## config.mk

```make
export PLATFORM = sky130hd
export DESIGN_NAME = issue_core_top
export DESIGN_NICKNAME = d
export VERILOG_FILES = /design/src/hdl/sb_pkg.sv /design/src/hdl/mul_timer.sv /design/src/hdl/scoreboard.sv /design/src/hdl/exec_unit.sv /design/src/hdl/commit_fsm.sv /design/src/hdl/issue_core_top.sv
export VERILOG_INCLUDE_DIRS = /design/src /design/src/include
export SDC_FILE = /design/constraint.sdc
export NUM_CORES = 2
export LEC_CHECK = 0
export BUFFER_PORTS_ARGS = -buffer_cell sky130_fd_sc_hd__buf_4
export CORE_MARGIN = 3
export CORE_UTILIZATION = 45
export CTS_CLUSTER_DIAMETER = 80
export CTS_CLUSTER_SIZE = 28
export DETAILED_ROUTE_END_ITERATION = 8
export GPL_ROUTABILITY_DRIVEN = 1
export PLACE_DENSITY = 0.67
export SYNTH_ARGS = -nofsm -noshare
export SYNTH_HDL_FRONTEND = slang
export SYNTH_HIERARCHICAL = 1
export SYNTH_SLANG_ARGS = --single-unit
```

## constraint.sdc

```tcl
create_clock -name clk_i -period 25.1 [get_ports clk_i]
set_clock_uncertainty 0.05 [all_clocks]
set_input_delay 1.255 -clock clk_i [delete_from_list [all_inputs] [get_ports clk_i]]
set_output_delay 1.255 -clock clk_i [all_outputs]
set_load 0.1 [all_outputs]
```

## src/include/sb_params.svh

```systemverilog
// Sizing defines for the scoreboard slice: entries, id width, data width, multiplier latency
`ifndef SB_PARAMS_SVH
`define SB_PARAMS_SVH

// Number of scoreboard entries, power of two
`define SB_ENTRIES 8

// Transaction id width, log2 of the entry count
`define SB_ID_W 3

// Operand and result width
`define SB_DATA_W 32

// Cycles from multiplier dispatch to its writeback
`define SB_MUL_LAT 4

`endif

```

## src/hdl/sb_pkg.sv

```systemverilog
// Shared types: opcode, exception and state enums, instruction, entry and bus structs
`default_nettype none

`include "sb_params.svh"

package sb_pkg;

  // Operations understood by the execution unit
  typedef enum logic [2:0] {
    ADD     = 3'd0,
    SUB     = 3'd1,
    AND     = 3'd2,
    XOR     = 3'd3,
    MUL     = 3'd4,
    ILLEGAL = 3'd5
  } opcode_e;

  // Exception causes carried with a result
  typedef enum logic [1:0] {
    NONE       = 2'd0,
    ILLEGAL_OP = 2'd1,
    OVERFLOW   = 2'd2
  } exc_cause_e;

  // Commit controller states
  typedef enum logic {
    RUN   = 1'b0,
    FLUSH = 1'b1
  } commit_state_e;

  // Decoded instruction from the front end
  typedef struct packed {
    opcode_e               opcode;
    logic [4:0]            rd;
    logic [`SB_DATA_W-1:0] op_a;
    logic [`SB_DATA_W-1:0] op_b;
  } instr_t;

  // One row of the scoreboard table
  typedef struct packed {
    logic                  issued;  // entry occupied
    logic                  done;    // result written back
    instr_t                instr;
    logic [`SB_DATA_W-1:0] result;
    exc_cause_e            cause;
  } sb_entry_t;

  // Scoreboard to execution unit
  typedef struct packed {
    opcode_e               opcode;
    logic [`SB_DATA_W-1:0] op_a;
    logic [`SB_DATA_W-1:0] op_b;
    logic [`SB_ID_W-1:0]   id;
  } dispatch_t;

  // Tagged result from one execution path
  typedef struct packed {
    logic                  valid;
    logic [`SB_ID_W-1:0]   id;
    logic [`SB_DATA_W-1:0] result;
    exc_cause_e            cause;
  } wb_t;

  // Retired instruction
  typedef struct packed {
    logic                  valid;
    logic [`SB_ID_W-1:0]   id;
    logic [4:0]            rd;
    logic [`SB_DATA_W-1:0] result;
    exc_cause_e            cause;
  } commit_t;

endpackage

`default_nettype wire

```

## src/hdl/mul_timer.sv

```systemverilog
// Multiplier latency down-counter with busy flag and completion pulse
`timescale 1ns/1ps
`default_nettype none

`include "sb_params.svh"

module mul_timer (
  input  logic clk_i,
  input  logic rst_ni,
  input  logic start_i,
  input  logic clear_i,
  output logic busy_o,
  output logic done_o
);

  localparam int unsigned CNT_W = $clog2(`SB_MUL_LAT + 1);

  logic [CNT_W-1:0] count_q;

  always_ff @(posedge clk_i or negedge rst_ni) begin
    if (!rst_ni) begin
      count_q <= '0;
    end else if (clear_i) begin
      // Flushed multiply never reaches one
      count_q <= '0;
    end else if (start_i) begin
      count_q <= CNT_W'(`SB_MUL_LAT);
    end else if (count_q != '0) begin
      count_q <= count_q - 1'b1;
    end
  end

  assign busy_o = (count_q != '0);
  // Last cycle of the latency window
  assign done_o = (count_q == CNT_W'(1)) && !clear_i;

endmodule

`default_nettype wire

```

## src/hdl/scoreboard.sv

```systemverilog
// Scoreboard: circular entry table with issue, dispatch and commit pointers, credits and flush
`timescale 1ns/1ps
`default_nettype none

`include "sb_params.svh"

module scoreboard (
  input  logic               clk_i,
  input  logic               rst_ni,
  // Front end, credit based
  input  logic               instr_valid_i,
  input  sb_pkg::instr_t     instr_i,
  output logic               credit_o,
  output logic               credit_reset_o,
  // Dispatch to the execution unit
  output logic               dispatch_valid_o,
  output sb_pkg::dispatch_t  dispatch_o,
  input  logic               dispatch_ready_i,
  // Writeback from the execution unit
  input  sb_pkg::wb_t        alu_wb_i,
  input  sb_pkg::wb_t        mul_wb_i,
  // Commit side
  output sb_pkg::sb_entry_t  head_o,
  input  logic               commit_ack_i,
  input  logic               flush_i
);
  import sb_pkg::*;

  // Extra wrap bit tells a full table from an empty one
  localparam int unsigned PTR_W = `SB_ID_W + 1;

  sb_entry_t [`SB_ENTRIES-1:0] mem_q, mem_n;

  logic [PTR_W-1:0]    issue_ptr_q, issue_ptr_n;
  logic [PTR_W-1:0]    disp_ptr_q, disp_ptr_n;
  logic [`SB_ID_W-1:0] commit_ptr_q, commit_ptr_n;

  logic      credit_q;
  logic      credit_reset_q;
  logic      accept;
  logic      dispatch_fire;
  sb_entry_t disp_entry;
  wb_t [1:0] wb_in;

  // ------------------------------
  // Issue and dispatch
  // ------------------------------
  // Input ignored in the credit reset cycle
  assign accept = instr_valid_i && !credit_reset_q;

  assign disp_entry = mem_q[disp_ptr_q[`SB_ID_W-1:0]];

  // Something stored but not yet sent, and no flush in progress
  assign dispatch_valid_o = (disp_ptr_q != issue_ptr_q) && !flush_i;
  assign dispatch_fire    = dispatch_valid_o && dispatch_ready_i;

  always_comb begin
    dispatch_o.opcode = disp_entry.instr.opcode;
    dispatch_o.op_a   = disp_entry.instr.op_a;
    dispatch_o.op_b   = disp_entry.instr.op_b;
    // Table index doubles as transaction id
    dispatch_o.id     = disp_ptr_q[`SB_ID_W-1:0];
  end

  // Both writeback ports handled by one loop
  assign wb_in = {mul_wb_i, alu_wb_i};

  // ------------------------------
  // Table update
  // ------------------------------
  always_comb begin
    mem_n = mem_q;

    // New instruction at the issue pointer
    if (accept) begin
      mem_n[issue_ptr_q[`SB_ID_W-1:0]] = '{
        issued: 1'b1,
        done:   1'b0,
        instr:  instr_i,
        result: '0,
        cause:  NONE
      };
    end

    // Results only land on entries still occupied
    for (int unsigned i = 0; i < 2; i++) begin
      if (wb_in[i].valid && mem_q[wb_in[i].id].issued) begin
        mem_n[wb_in[i].id].done   = 1'b1;
        mem_n[wb_in[i].id].result = wb_in[i].result;
        mem_n[wb_in[i].id].cause  = wb_in[i].cause;
      end
    end

    // Retire head
    if (commit_ack_i) begin
      mem_n[commit_ptr_q] = '0;
    end

    // Flush wins over everything above
    if (flush_i) begin
      mem_n = '0;
    end
  end

  // Pointer next state
  always_comb begin
    issue_ptr_n  = issue_ptr_q + PTR_W'(accept);
    disp_ptr_n   = disp_ptr_q + PTR_W'(dispatch_fire);
    commit_ptr_n = commit_ptr_q + `SB_ID_W'(commit_ack_i);
    if (flush_i) begin
      issue_ptr_n  = '0;
      disp_ptr_n   = '0;
      commit_ptr_n = '0;
    end
  end

  always_ff @(posedge clk_i or negedge rst_ni) begin
    if (!rst_ni) begin
      mem_q          <= '0;
      issue_ptr_q    <= '0;
      disp_ptr_q     <= '0;
      commit_ptr_q   <= '0;
      credit_q       <= 1'b0;
      credit_reset_q <= 1'b0;
    end else begin
      mem_q          <= mem_n;
      issue_ptr_q    <= issue_ptr_n;
      disp_ptr_q     <= disp_ptr_n;
      commit_ptr_q   <= commit_ptr_n;
      // One credit per freed entry, seen once the slot is free
      credit_q       <= commit_ack_i;
      // Whole table freed, sender restarts its count
      credit_reset_q <= flush_i;
    end
  end

  // ------------------------------
  // Outputs
  // ------------------------------
  assign credit_o       = credit_q;
  assign credit_reset_o = credit_reset_q;
  assign head_o         = mem_q[commit_ptr_q];

endmodule

`default_nettype wire

```

## src/hdl/exec_unit.sv

```systemverilog
// Execution unit: single-cycle ALU and multi-cycle multiplier with tagged writeback ports
`timescale 1ns/1ps
`default_nettype none

`include "sb_params.svh"

module exec_unit (
  input  logic               clk_i,
  input  logic               rst_ni,
  input  logic               dispatch_valid_i,
  input  sb_pkg::dispatch_t  dispatch_i,
  output logic               dispatch_ready_o,
  input  logic               flush_i,
  output sb_pkg::wb_t        alu_wb_o,
  output sb_pkg::wb_t        mul_wb_o
);
  import sb_pkg::*;

  logic                  fire;
  logic                  alu_fire;
  logic                  mul_fire;
  logic                  mul_busy;
  logic                  mul_done;
  logic [`SB_DATA_W-1:0] sum;
  logic [`SB_DATA_W-1:0] diff;
  logic [`SB_DATA_W-1:0] alu_result;
  exc_cause_e            alu_cause;
  wb_t                   alu_wb_q;
  logic [`SB_DATA_W-1:0] mul_a_q;
  logic [`SB_DATA_W-1:0] mul_b_q;
  logic [`SB_ID_W-1:0]   mul_id_q;
  logic [`SB_DATA_W-1:0] mul_result;

  // Only a second multiply waits, ALU ops pass a busy multiplier
  assign dispatch_ready_o = !(mul_busy && (dispatch_i.opcode == MUL));

  assign fire     = dispatch_valid_i && dispatch_ready_o && !flush_i;
  assign alu_fire = fire && (dispatch_i.opcode != MUL);
  assign mul_fire = fire && (dispatch_i.opcode == MUL);

  // ------------------------------
  // ALU path
  // ------------------------------
  assign sum  = dispatch_i.op_a + dispatch_i.op_b;
  assign diff = dispatch_i.op_a - dispatch_i.op_b;

  always_comb begin
    alu_result = '0;
    alu_cause  = NONE;
    case (dispatch_i.opcode)
      ADD: begin
        alu_result = sum;
        // Same operand signs, result sign flipped
        if ((dispatch_i.op_a[`SB_DATA_W-1] == dispatch_i.op_b[`SB_DATA_W-1]) &&
            (sum[`SB_DATA_W-1] != dispatch_i.op_a[`SB_DATA_W-1])) begin
          alu_cause = OVERFLOW;
        end
      end
      SUB: begin
        alu_result = diff;
        if ((dispatch_i.op_a[`SB_DATA_W-1] != dispatch_i.op_b[`SB_DATA_W-1]) &&
            (diff[`SB_DATA_W-1] != dispatch_i.op_a[`SB_DATA_W-1])) begin
          alu_cause = OVERFLOW;
        end
      end
      AND: alu_result = dispatch_i.op_a & dispatch_i.op_b;
      XOR: alu_result = dispatch_i.op_a ^ dispatch_i.op_b;
      // Undefined opcodes report as illegal with a zero result
      default: alu_cause = ILLEGAL_OP;
    endcase
  end

  always_ff @(posedge clk_i or negedge rst_ni) begin
    if (!rst_ni) begin
      alu_wb_q <= '0;
    end else begin
      alu_wb_q.valid <= alu_fire;
      if (alu_fire) begin
        alu_wb_q.id     <= dispatch_i.id;
        alu_wb_q.result <= alu_result;
        alu_wb_q.cause  <= alu_cause;
      end
    end
  end

  assign alu_wb_o = alu_wb_q;

  // ------------------------------
  // Multiplier path
  // ------------------------------
  // Operands held for the whole latency
  always_ff @(posedge clk_i) begin
    if (mul_fire) begin
      mul_a_q  <= dispatch_i.op_a;
      mul_b_q  <= dispatch_i.op_b;
      mul_id_q <= dispatch_i.id;
    end
  end

  // Low half of the product
  assign mul_result = mul_a_q * mul_b_q;

  mul_timer mul_timer_inst (
    .clk_i   (clk_i),
    .rst_ni  (rst_ni),
    .start_i (mul_fire),
    .clear_i (flush_i),
    .busy_o  (mul_busy),
    .done_o  (mul_done)
  );

  always_comb begin
    mul_wb_o.valid  = mul_done;
    mul_wb_o.id     = mul_id_q;
    mul_wb_o.result = mul_result;
    mul_wb_o.cause  = NONE;
  end

endmodule

`default_nettype wire

```

## src/hdl/commit_fsm.sv

```systemverilog
// Commit controller FSM: in-order retirement of the head entry and flush after an exception
`timescale 1ns/1ps
`default_nettype none

`include "sb_params.svh"

module commit_fsm (
  input  logic               clk_i,
  input  logic               rst_ni,
  input  sb_pkg::sb_entry_t  head_i,
  output logic               commit_ack_o,
  output logic               flush_o,
  output sb_pkg::commit_t    commit_o
);
  import sb_pkg::*;

  commit_state_e       state_q, state_n;
  // Mirrors the scoreboard commit pointer to tag commits
  logic [`SB_ID_W-1:0] commit_id_q;
  commit_t             commit_q;

  // ------------------------------
  // Next state and ack
  // ------------------------------
  always_comb begin
    state_n      = state_q;
    commit_ack_o = 1'b0;
    case (state_q)
      RUN: begin
        if (head_i.done) begin
          commit_ack_o = 1'b1;
          // Faulting entry retires, everything younger goes
          if (head_i.cause != NONE) begin
            state_n = FLUSH;
          end
        end
      end
      FLUSH:   state_n = RUN;
      default: state_n = RUN;
    endcase
  end

  // Single flush cycle
  assign flush_o = (state_q == FLUSH);

  always_ff @(posedge clk_i or negedge rst_ni) begin
    if (!rst_ni) begin
      state_q     <= RUN;
      commit_id_q <= '0;
      commit_q    <= '0;
    end else begin
      state_q        <= state_n;
      commit_q.valid <= commit_ack_o;
      if (flush_o) begin
        commit_id_q <= '0;
      end else if (commit_ack_o) begin
        commit_id_q <= commit_id_q + 1'b1;
      end
      if (commit_ack_o) begin
        commit_q.id     <= commit_id_q;
        commit_q.rd     <= head_i.instr.rd;
        commit_q.result <= head_i.result;
        commit_q.cause  <= head_i.cause;
      end
    end
  end

  assign commit_o = commit_q;

endmodule

`default_nettype wire

```

## src/hdl/issue_core_top.sv

```systemverilog
// Top level: scoreboard, execution unit and commit controller wired together
`timescale 1ns/1ps
`default_nettype none

module issue_core_top (
  input  logic             clk_i,
  input  logic             rst_ni,
  input  logic             instr_valid_i,
  input  sb_pkg::instr_t   instr_i,
  output logic             credit_o,
  output logic             credit_reset_o,
  output sb_pkg::commit_t  commit_o
);
  import sb_pkg::*;

  // Scoreboard to execution unit
  logic      dispatch_valid;
  dispatch_t dispatch;
  logic      dispatch_ready;
  wb_t       alu_wb;
  wb_t       mul_wb;

  // Scoreboard to commit controller
  sb_entry_t head;
  logic      commit_ack;
  // Shared by scoreboard and execution unit
  logic      flush;

  scoreboard scoreboard_inst (
    .clk_i            (clk_i),
    .rst_ni           (rst_ni),
    .instr_valid_i    (instr_valid_i),
    .instr_i          (instr_i),
    .credit_o         (credit_o),
    .credit_reset_o   (credit_reset_o),
    .dispatch_valid_o (dispatch_valid),
    .dispatch_o       (dispatch),
    .dispatch_ready_i (dispatch_ready),
    .alu_wb_i         (alu_wb),
    .mul_wb_i         (mul_wb),
    .head_o           (head),
    .commit_ack_i     (commit_ack),
    .flush_i          (flush)
  );

  exec_unit exec_unit_inst (
    .clk_i            (clk_i),
    .rst_ni           (rst_ni),
    .dispatch_valid_i (dispatch_valid),
    .dispatch_i       (dispatch),
    .dispatch_ready_o (dispatch_ready),
    .flush_i          (flush),
    .alu_wb_o         (alu_wb),
    .mul_wb_o         (mul_wb)
  );

  commit_fsm commit_fsm_inst (
    .clk_i        (clk_i),
    .rst_ni       (rst_ni),
    .head_i       (head),
    .commit_ack_o (commit_ack),
    .flush_o      (flush),
    .commit_o     (commit_o)
  );

endmodule

`default_nettype wire

```

Yosys cells after proc, flatten, opt, wreduce, memory -nomap -nowiden
Cells that the tools add are included.
Widths: inputs -> output; s select.

cells by class
  equal/unequal tests = 11
  reductions and logical operators = 25
  order comparisons = 9
  bitwise gates (word level) = 5
  mux-type cells = 53
  add/sub/neg operators = 7
  $mul = 1

operators by type and width
  cell                count
  $bwmux 864          7
  $mux 864            5
  $demux 108 s3       8
  $bmux 108 s3        4
  $and 864x864->864   1
  $not 864->864       1
  $mux 108            4
  $mux 107            3
  $pmux 32 s4         1
  $mux 106            1
  $mux 34             2
  $add 32x32->32      1
  $and 32x32->32      1
  $mul 32x32->32      1
  $sub 32x32->32      1
  $xor 32x32->32      1
  $lt 3x4->1 const B  5
  $mux 3              6
  $logic_and 1x1->1   16
  $ge 3x1->1 const B  4
  $add 4x1->4         2
  $mux 2              4
  $mux 4              2
  $eq 3x1->1 const B  2
  18 further kinds    28

word-level totals
  bits in registers = 1031
  output and inout bits = 45
  input port bits = 75
  word-level logic and storage cells = 194

Depth between registers and ports, before layout
  depth in word-level cells = 17
  gate-level depth with buffers = 29
  gate-level depth less buffers = 28

Modules after synthesis
The synthesis kept the hierarchy.

modules (own cells, without submodules)
  module      instances  seq. area each (µm²)  area each (µm²)  cells each
  scoreboard  1          21946.0               48482.7          5508
  exec_unit   1          2962.8                23039.6          2562
  commit_fsm  1          1176.1                1974.4           104
  mul_timer   1          75.1                  196.4            18

Worst setup path before layout
OpenSTA, ideal clock, no wires.

  kind = register to register
  start point = register scoreboard_inst.disp_ptr_q[0]
  end point = register exec_unit_inst.mul_a_q[0], enable pin
  period minus slack after synthesis = 7.930 ns
  path buffers = 5
  slack = 17.170 ns
  setup time = 0.584 ns
  stages on the path, launching flop included = 11
  data required time = 24.466 ns
  data arrival time = 7.296 ns
  cells stage by stage = dfrtp_1 clkbuf_1 buf_2 clkbuf_1 buf_2 mux4_2 mux2_2 clkbuf_1 nor2_1 nand2_1 nor3_1

RTL lines
  item                      RTL line           text
  start: declaration        scoreboard.sv:35   logic [PTR_W-1:0] disp_ptr_q, disp_ptr_n;
  start signal: assignment  scoreboard.sv:128  disp_ptr_q <= disp_ptr_n;
  end signal: assignment    exec_unit.sv:94    mul_a_q <= dispatch_i.op_a;
  end: declaration          exec_unit.sv:29    logic [`SB_DATA_W-1:0] mul_a_q;

==> run_results.csv <==
group,metric,value,unit
run_status,run_status,"completed",
clock_tree,clockRootBuffer,"clkbuf_16",
clock_tree,numCtsBuffers,58,
clock_tree,tritoncts,"done",
clock_tree,htreeDepth,2,
timing,hold_viol_final,0,
global_routing,grt_pass1_wl,360000,microns
worst_setup_path,r2r_cells,25,
drt,post_drt_wl_per_cell,25.6,microns
clock_tree,path_clk_slew,0.10,ns
drt,drtAntennaViolNets,0,
timing,layout_worst_path_cycle_share,0.336,
synthesis,yosys_warnings,6,
worst_setup_path,end_kind,"flip-flop",
global_routing,grt_usage,0.294,
layout,area_growth,4.97,%
synthesis,syn_inst,7684,
clock_tree,clock_latency,0.77,ns
min_path,hp-class,"flip-flop to flip-flop",
clock_tree,cts_resized,0,
global_routing,grt-ovfl-total,0,
layout,drive_gt1_frac,0.0995,
floorplanning,die_x,400,microns
timing,setup_viol,0,
floorplanning,start_util,0.456,
flow_run,maxCapViolCount,0,
layout,layout_commonest_cell,"nand2_1",
min_path,min_path_cells,1,
global_routing,antenna_found_initial,13,
placed_design,place_congestion,0.928,
drt,drc,0,
worst_setup_path,cp.required,25.71,ns
placed_design,io_buffers,119,
timing,drv_slew,0,
timing,tns,0,ns
timing,rsz0062_at_grt,"false",
layout,final_cell_mix,"1775 x nand2_1, 958 x dfrtp_1, 709 x a21oi_1",
worst_setup_path,cp-start-kind,"flip-flop",
drt,firstDrtPassIters,7,
timing,layout_min_cycle_time,8.44,ns
floorplanning,die-area,160000,sq um
floorplanning,core_area,153000,sq um
drt,via_count,57665,
floorplanning,ioPinCount,120,
placed_design,place_hpwl,143000,microns
layout,nNetsFinal,7873,
drt,drt_iter0_drc,6579,
worst_setup_path,cp_max_fo,25,
clock_tree,cts_setup_buffers,0,
timing,tightest_slew,1.24,ns
worst_setup_path,arrival,9.04,ns
clock_tree,cts_hold_buf,0,
layout,n_fill_cell,14251,
clock_tree,clkSinkCount,1032,
floorplanning,fp.dieH,400,microns
layout,multiInputGateArea,38800,sq um
drt,wirelength,237000,microns
synthesis,synth_area_per_cell,9.07,sq um
global_routing,grt_max_degree,173,
layout,ff_latch_area,26200,sq um
synthesis,synth.cell_area,69700,sq um
drt,vias_per_cell,6.22,
clock_tree,clock_path_buffers,3,
timing,relSlewSlack,0.172,
timing,max_freq,119,MHz
global_routing,first_global_vias,57979,
floorplanning,fp-row-count,143,
worst_setup_path,critical_path_class,"flip-flop to flip-flop",
## worst paths after layout
kind                                                         startpoint                                       to  slack [ns]
min in group asynchronous                                        rst_ni     scoreboard_inst/mem_q[638]$_DFF_PN0_        0.48
worst min register to register  commit_fsm_inst/commit_o[0]$_DFFE_PN0P_  commit_fsm_inst/commit_o[0]$_DFFE_PN0P_        0.47
max in group asynchronous                                        rst_ni     scoreboard_inst/mem_q[103]$_DFF_PN0_       20.58
worst max-delay path                exec_unit_inst/mul_a_q[7]$_DFFE_PP_      scoreboard_inst/mem_q[32]$_DFF_PN0_       16.66
worst max register to register      exec_unit_inst/mul_a_q[7]$_DFFE_PP_      scoreboard_inst/mem_q[32]$_DFF_PN0_       16.66
worst min-delay path            commit_fsm_inst/commit_o[0]$_DFFE_PN0P_  commit_fsm_inst/commit_o[0]$_DFFE_PN0P_        0.47
## sequential cells by signal, indices dropped and copies added, names as in the netlist
name	cells
scoreboard_inst/issue_ptr_q	4
exec_unit_inst/alu_wb_o	38
scoreboard_inst/mem_q	864
scoreboard_inst/credit_reset_o	1
commit_fsm_inst/commit_o	43
commit_fsm_inst/flush_o	1
scoreboard_inst/disp_ptr_q	4
commit_fsm_inst/commit_id_q	3
exec_unit_inst/mul_id_q	3
scoreboard_inst/commit_ptr_q	3
exec_unit_inst/mul_timer_inst/count_q	3
exec_unit_inst/mul_b_q	32
exec_unit_inst/mul_a_q	32
scoreboard_inst/credit_o	1
## cell type report
| class | instances | share of cell area |
|---|---|---|
| antenna | 6 | 0.000205 |
| multi-input combinational | 5414 | 0.530 |
| sequential | 1032 | 0.358 |
| tap | 2030 | 0.0347 |
| timing repair buffer | 227 | 0.0241 |
| inverter | 459 | 0.0235 |
| clock buffer | 62 | 0.0203 |
| clock inverter | 43 | 0.00942 |
## worst max-delay path, cell delays in order, from the launching register on
cell and delay (ns):
edfxtp_1 0.85, and2_1 0.39, fa_1 0.54, inv_1 0.05, fa_1 0.45, fa_1 0.49
inv_1 0.07, fa_1 0.54, ha_1 0.22, ha_1 0.27, inv_1 0.05, fa_1 0.47
inv_1 0.05, fa_1 0.45, ha_1 0.37, a211oi_1 0.31, nand2b_1 0.15, a31o_2 0.30
o2111ai_1 0.19, o211ai_1 0.16, o41ai_2 0.45, o221ai_1 0.29, o41ai_1 0.43, xnor2_1 0.37
o21ai_0 0.19, a31oi_1 0.19
## per-layer routing
layer | wire length [microns] | track usage | part of all wire | vias to the layer above
met1 | 91600 | 0.392 | 0.39 | 28911
met5 | 88 | 0 | 0.00037 | -
met2 | 107000 | 0.459 | 0.45 | 3437
met3 | 26700 | 0.0699 | 0.11 | 738
li1 | - | - | - | 24569
met4 | 11700 | 0.127 | 0.049 | 10
## through the flow
step | instances | hold WS (ns) | setup WS (ns) | instance area, sq um | util
floorplan | 7685 | 0.397 | 17.17 | 69700 | -
global placement | 9162 | 0.443 | 17.10 | 71000 | 0.464
detailed placement | 9162 | 0.445 | 16.83 | 71000 | 0.464
CTS | 9267 | 0.475 | 16.78 | 73200 | 0.478
global route | 9269 | 0.490 | 16.19 | 73200 | 0.478
finish | 9273 | 0.469 | 16.66 | 73200 | 0.478
Power is left out: the tool's default activity adds up to more than one toggle a clock period on the data nets, which glitch-free logic cannot reach.
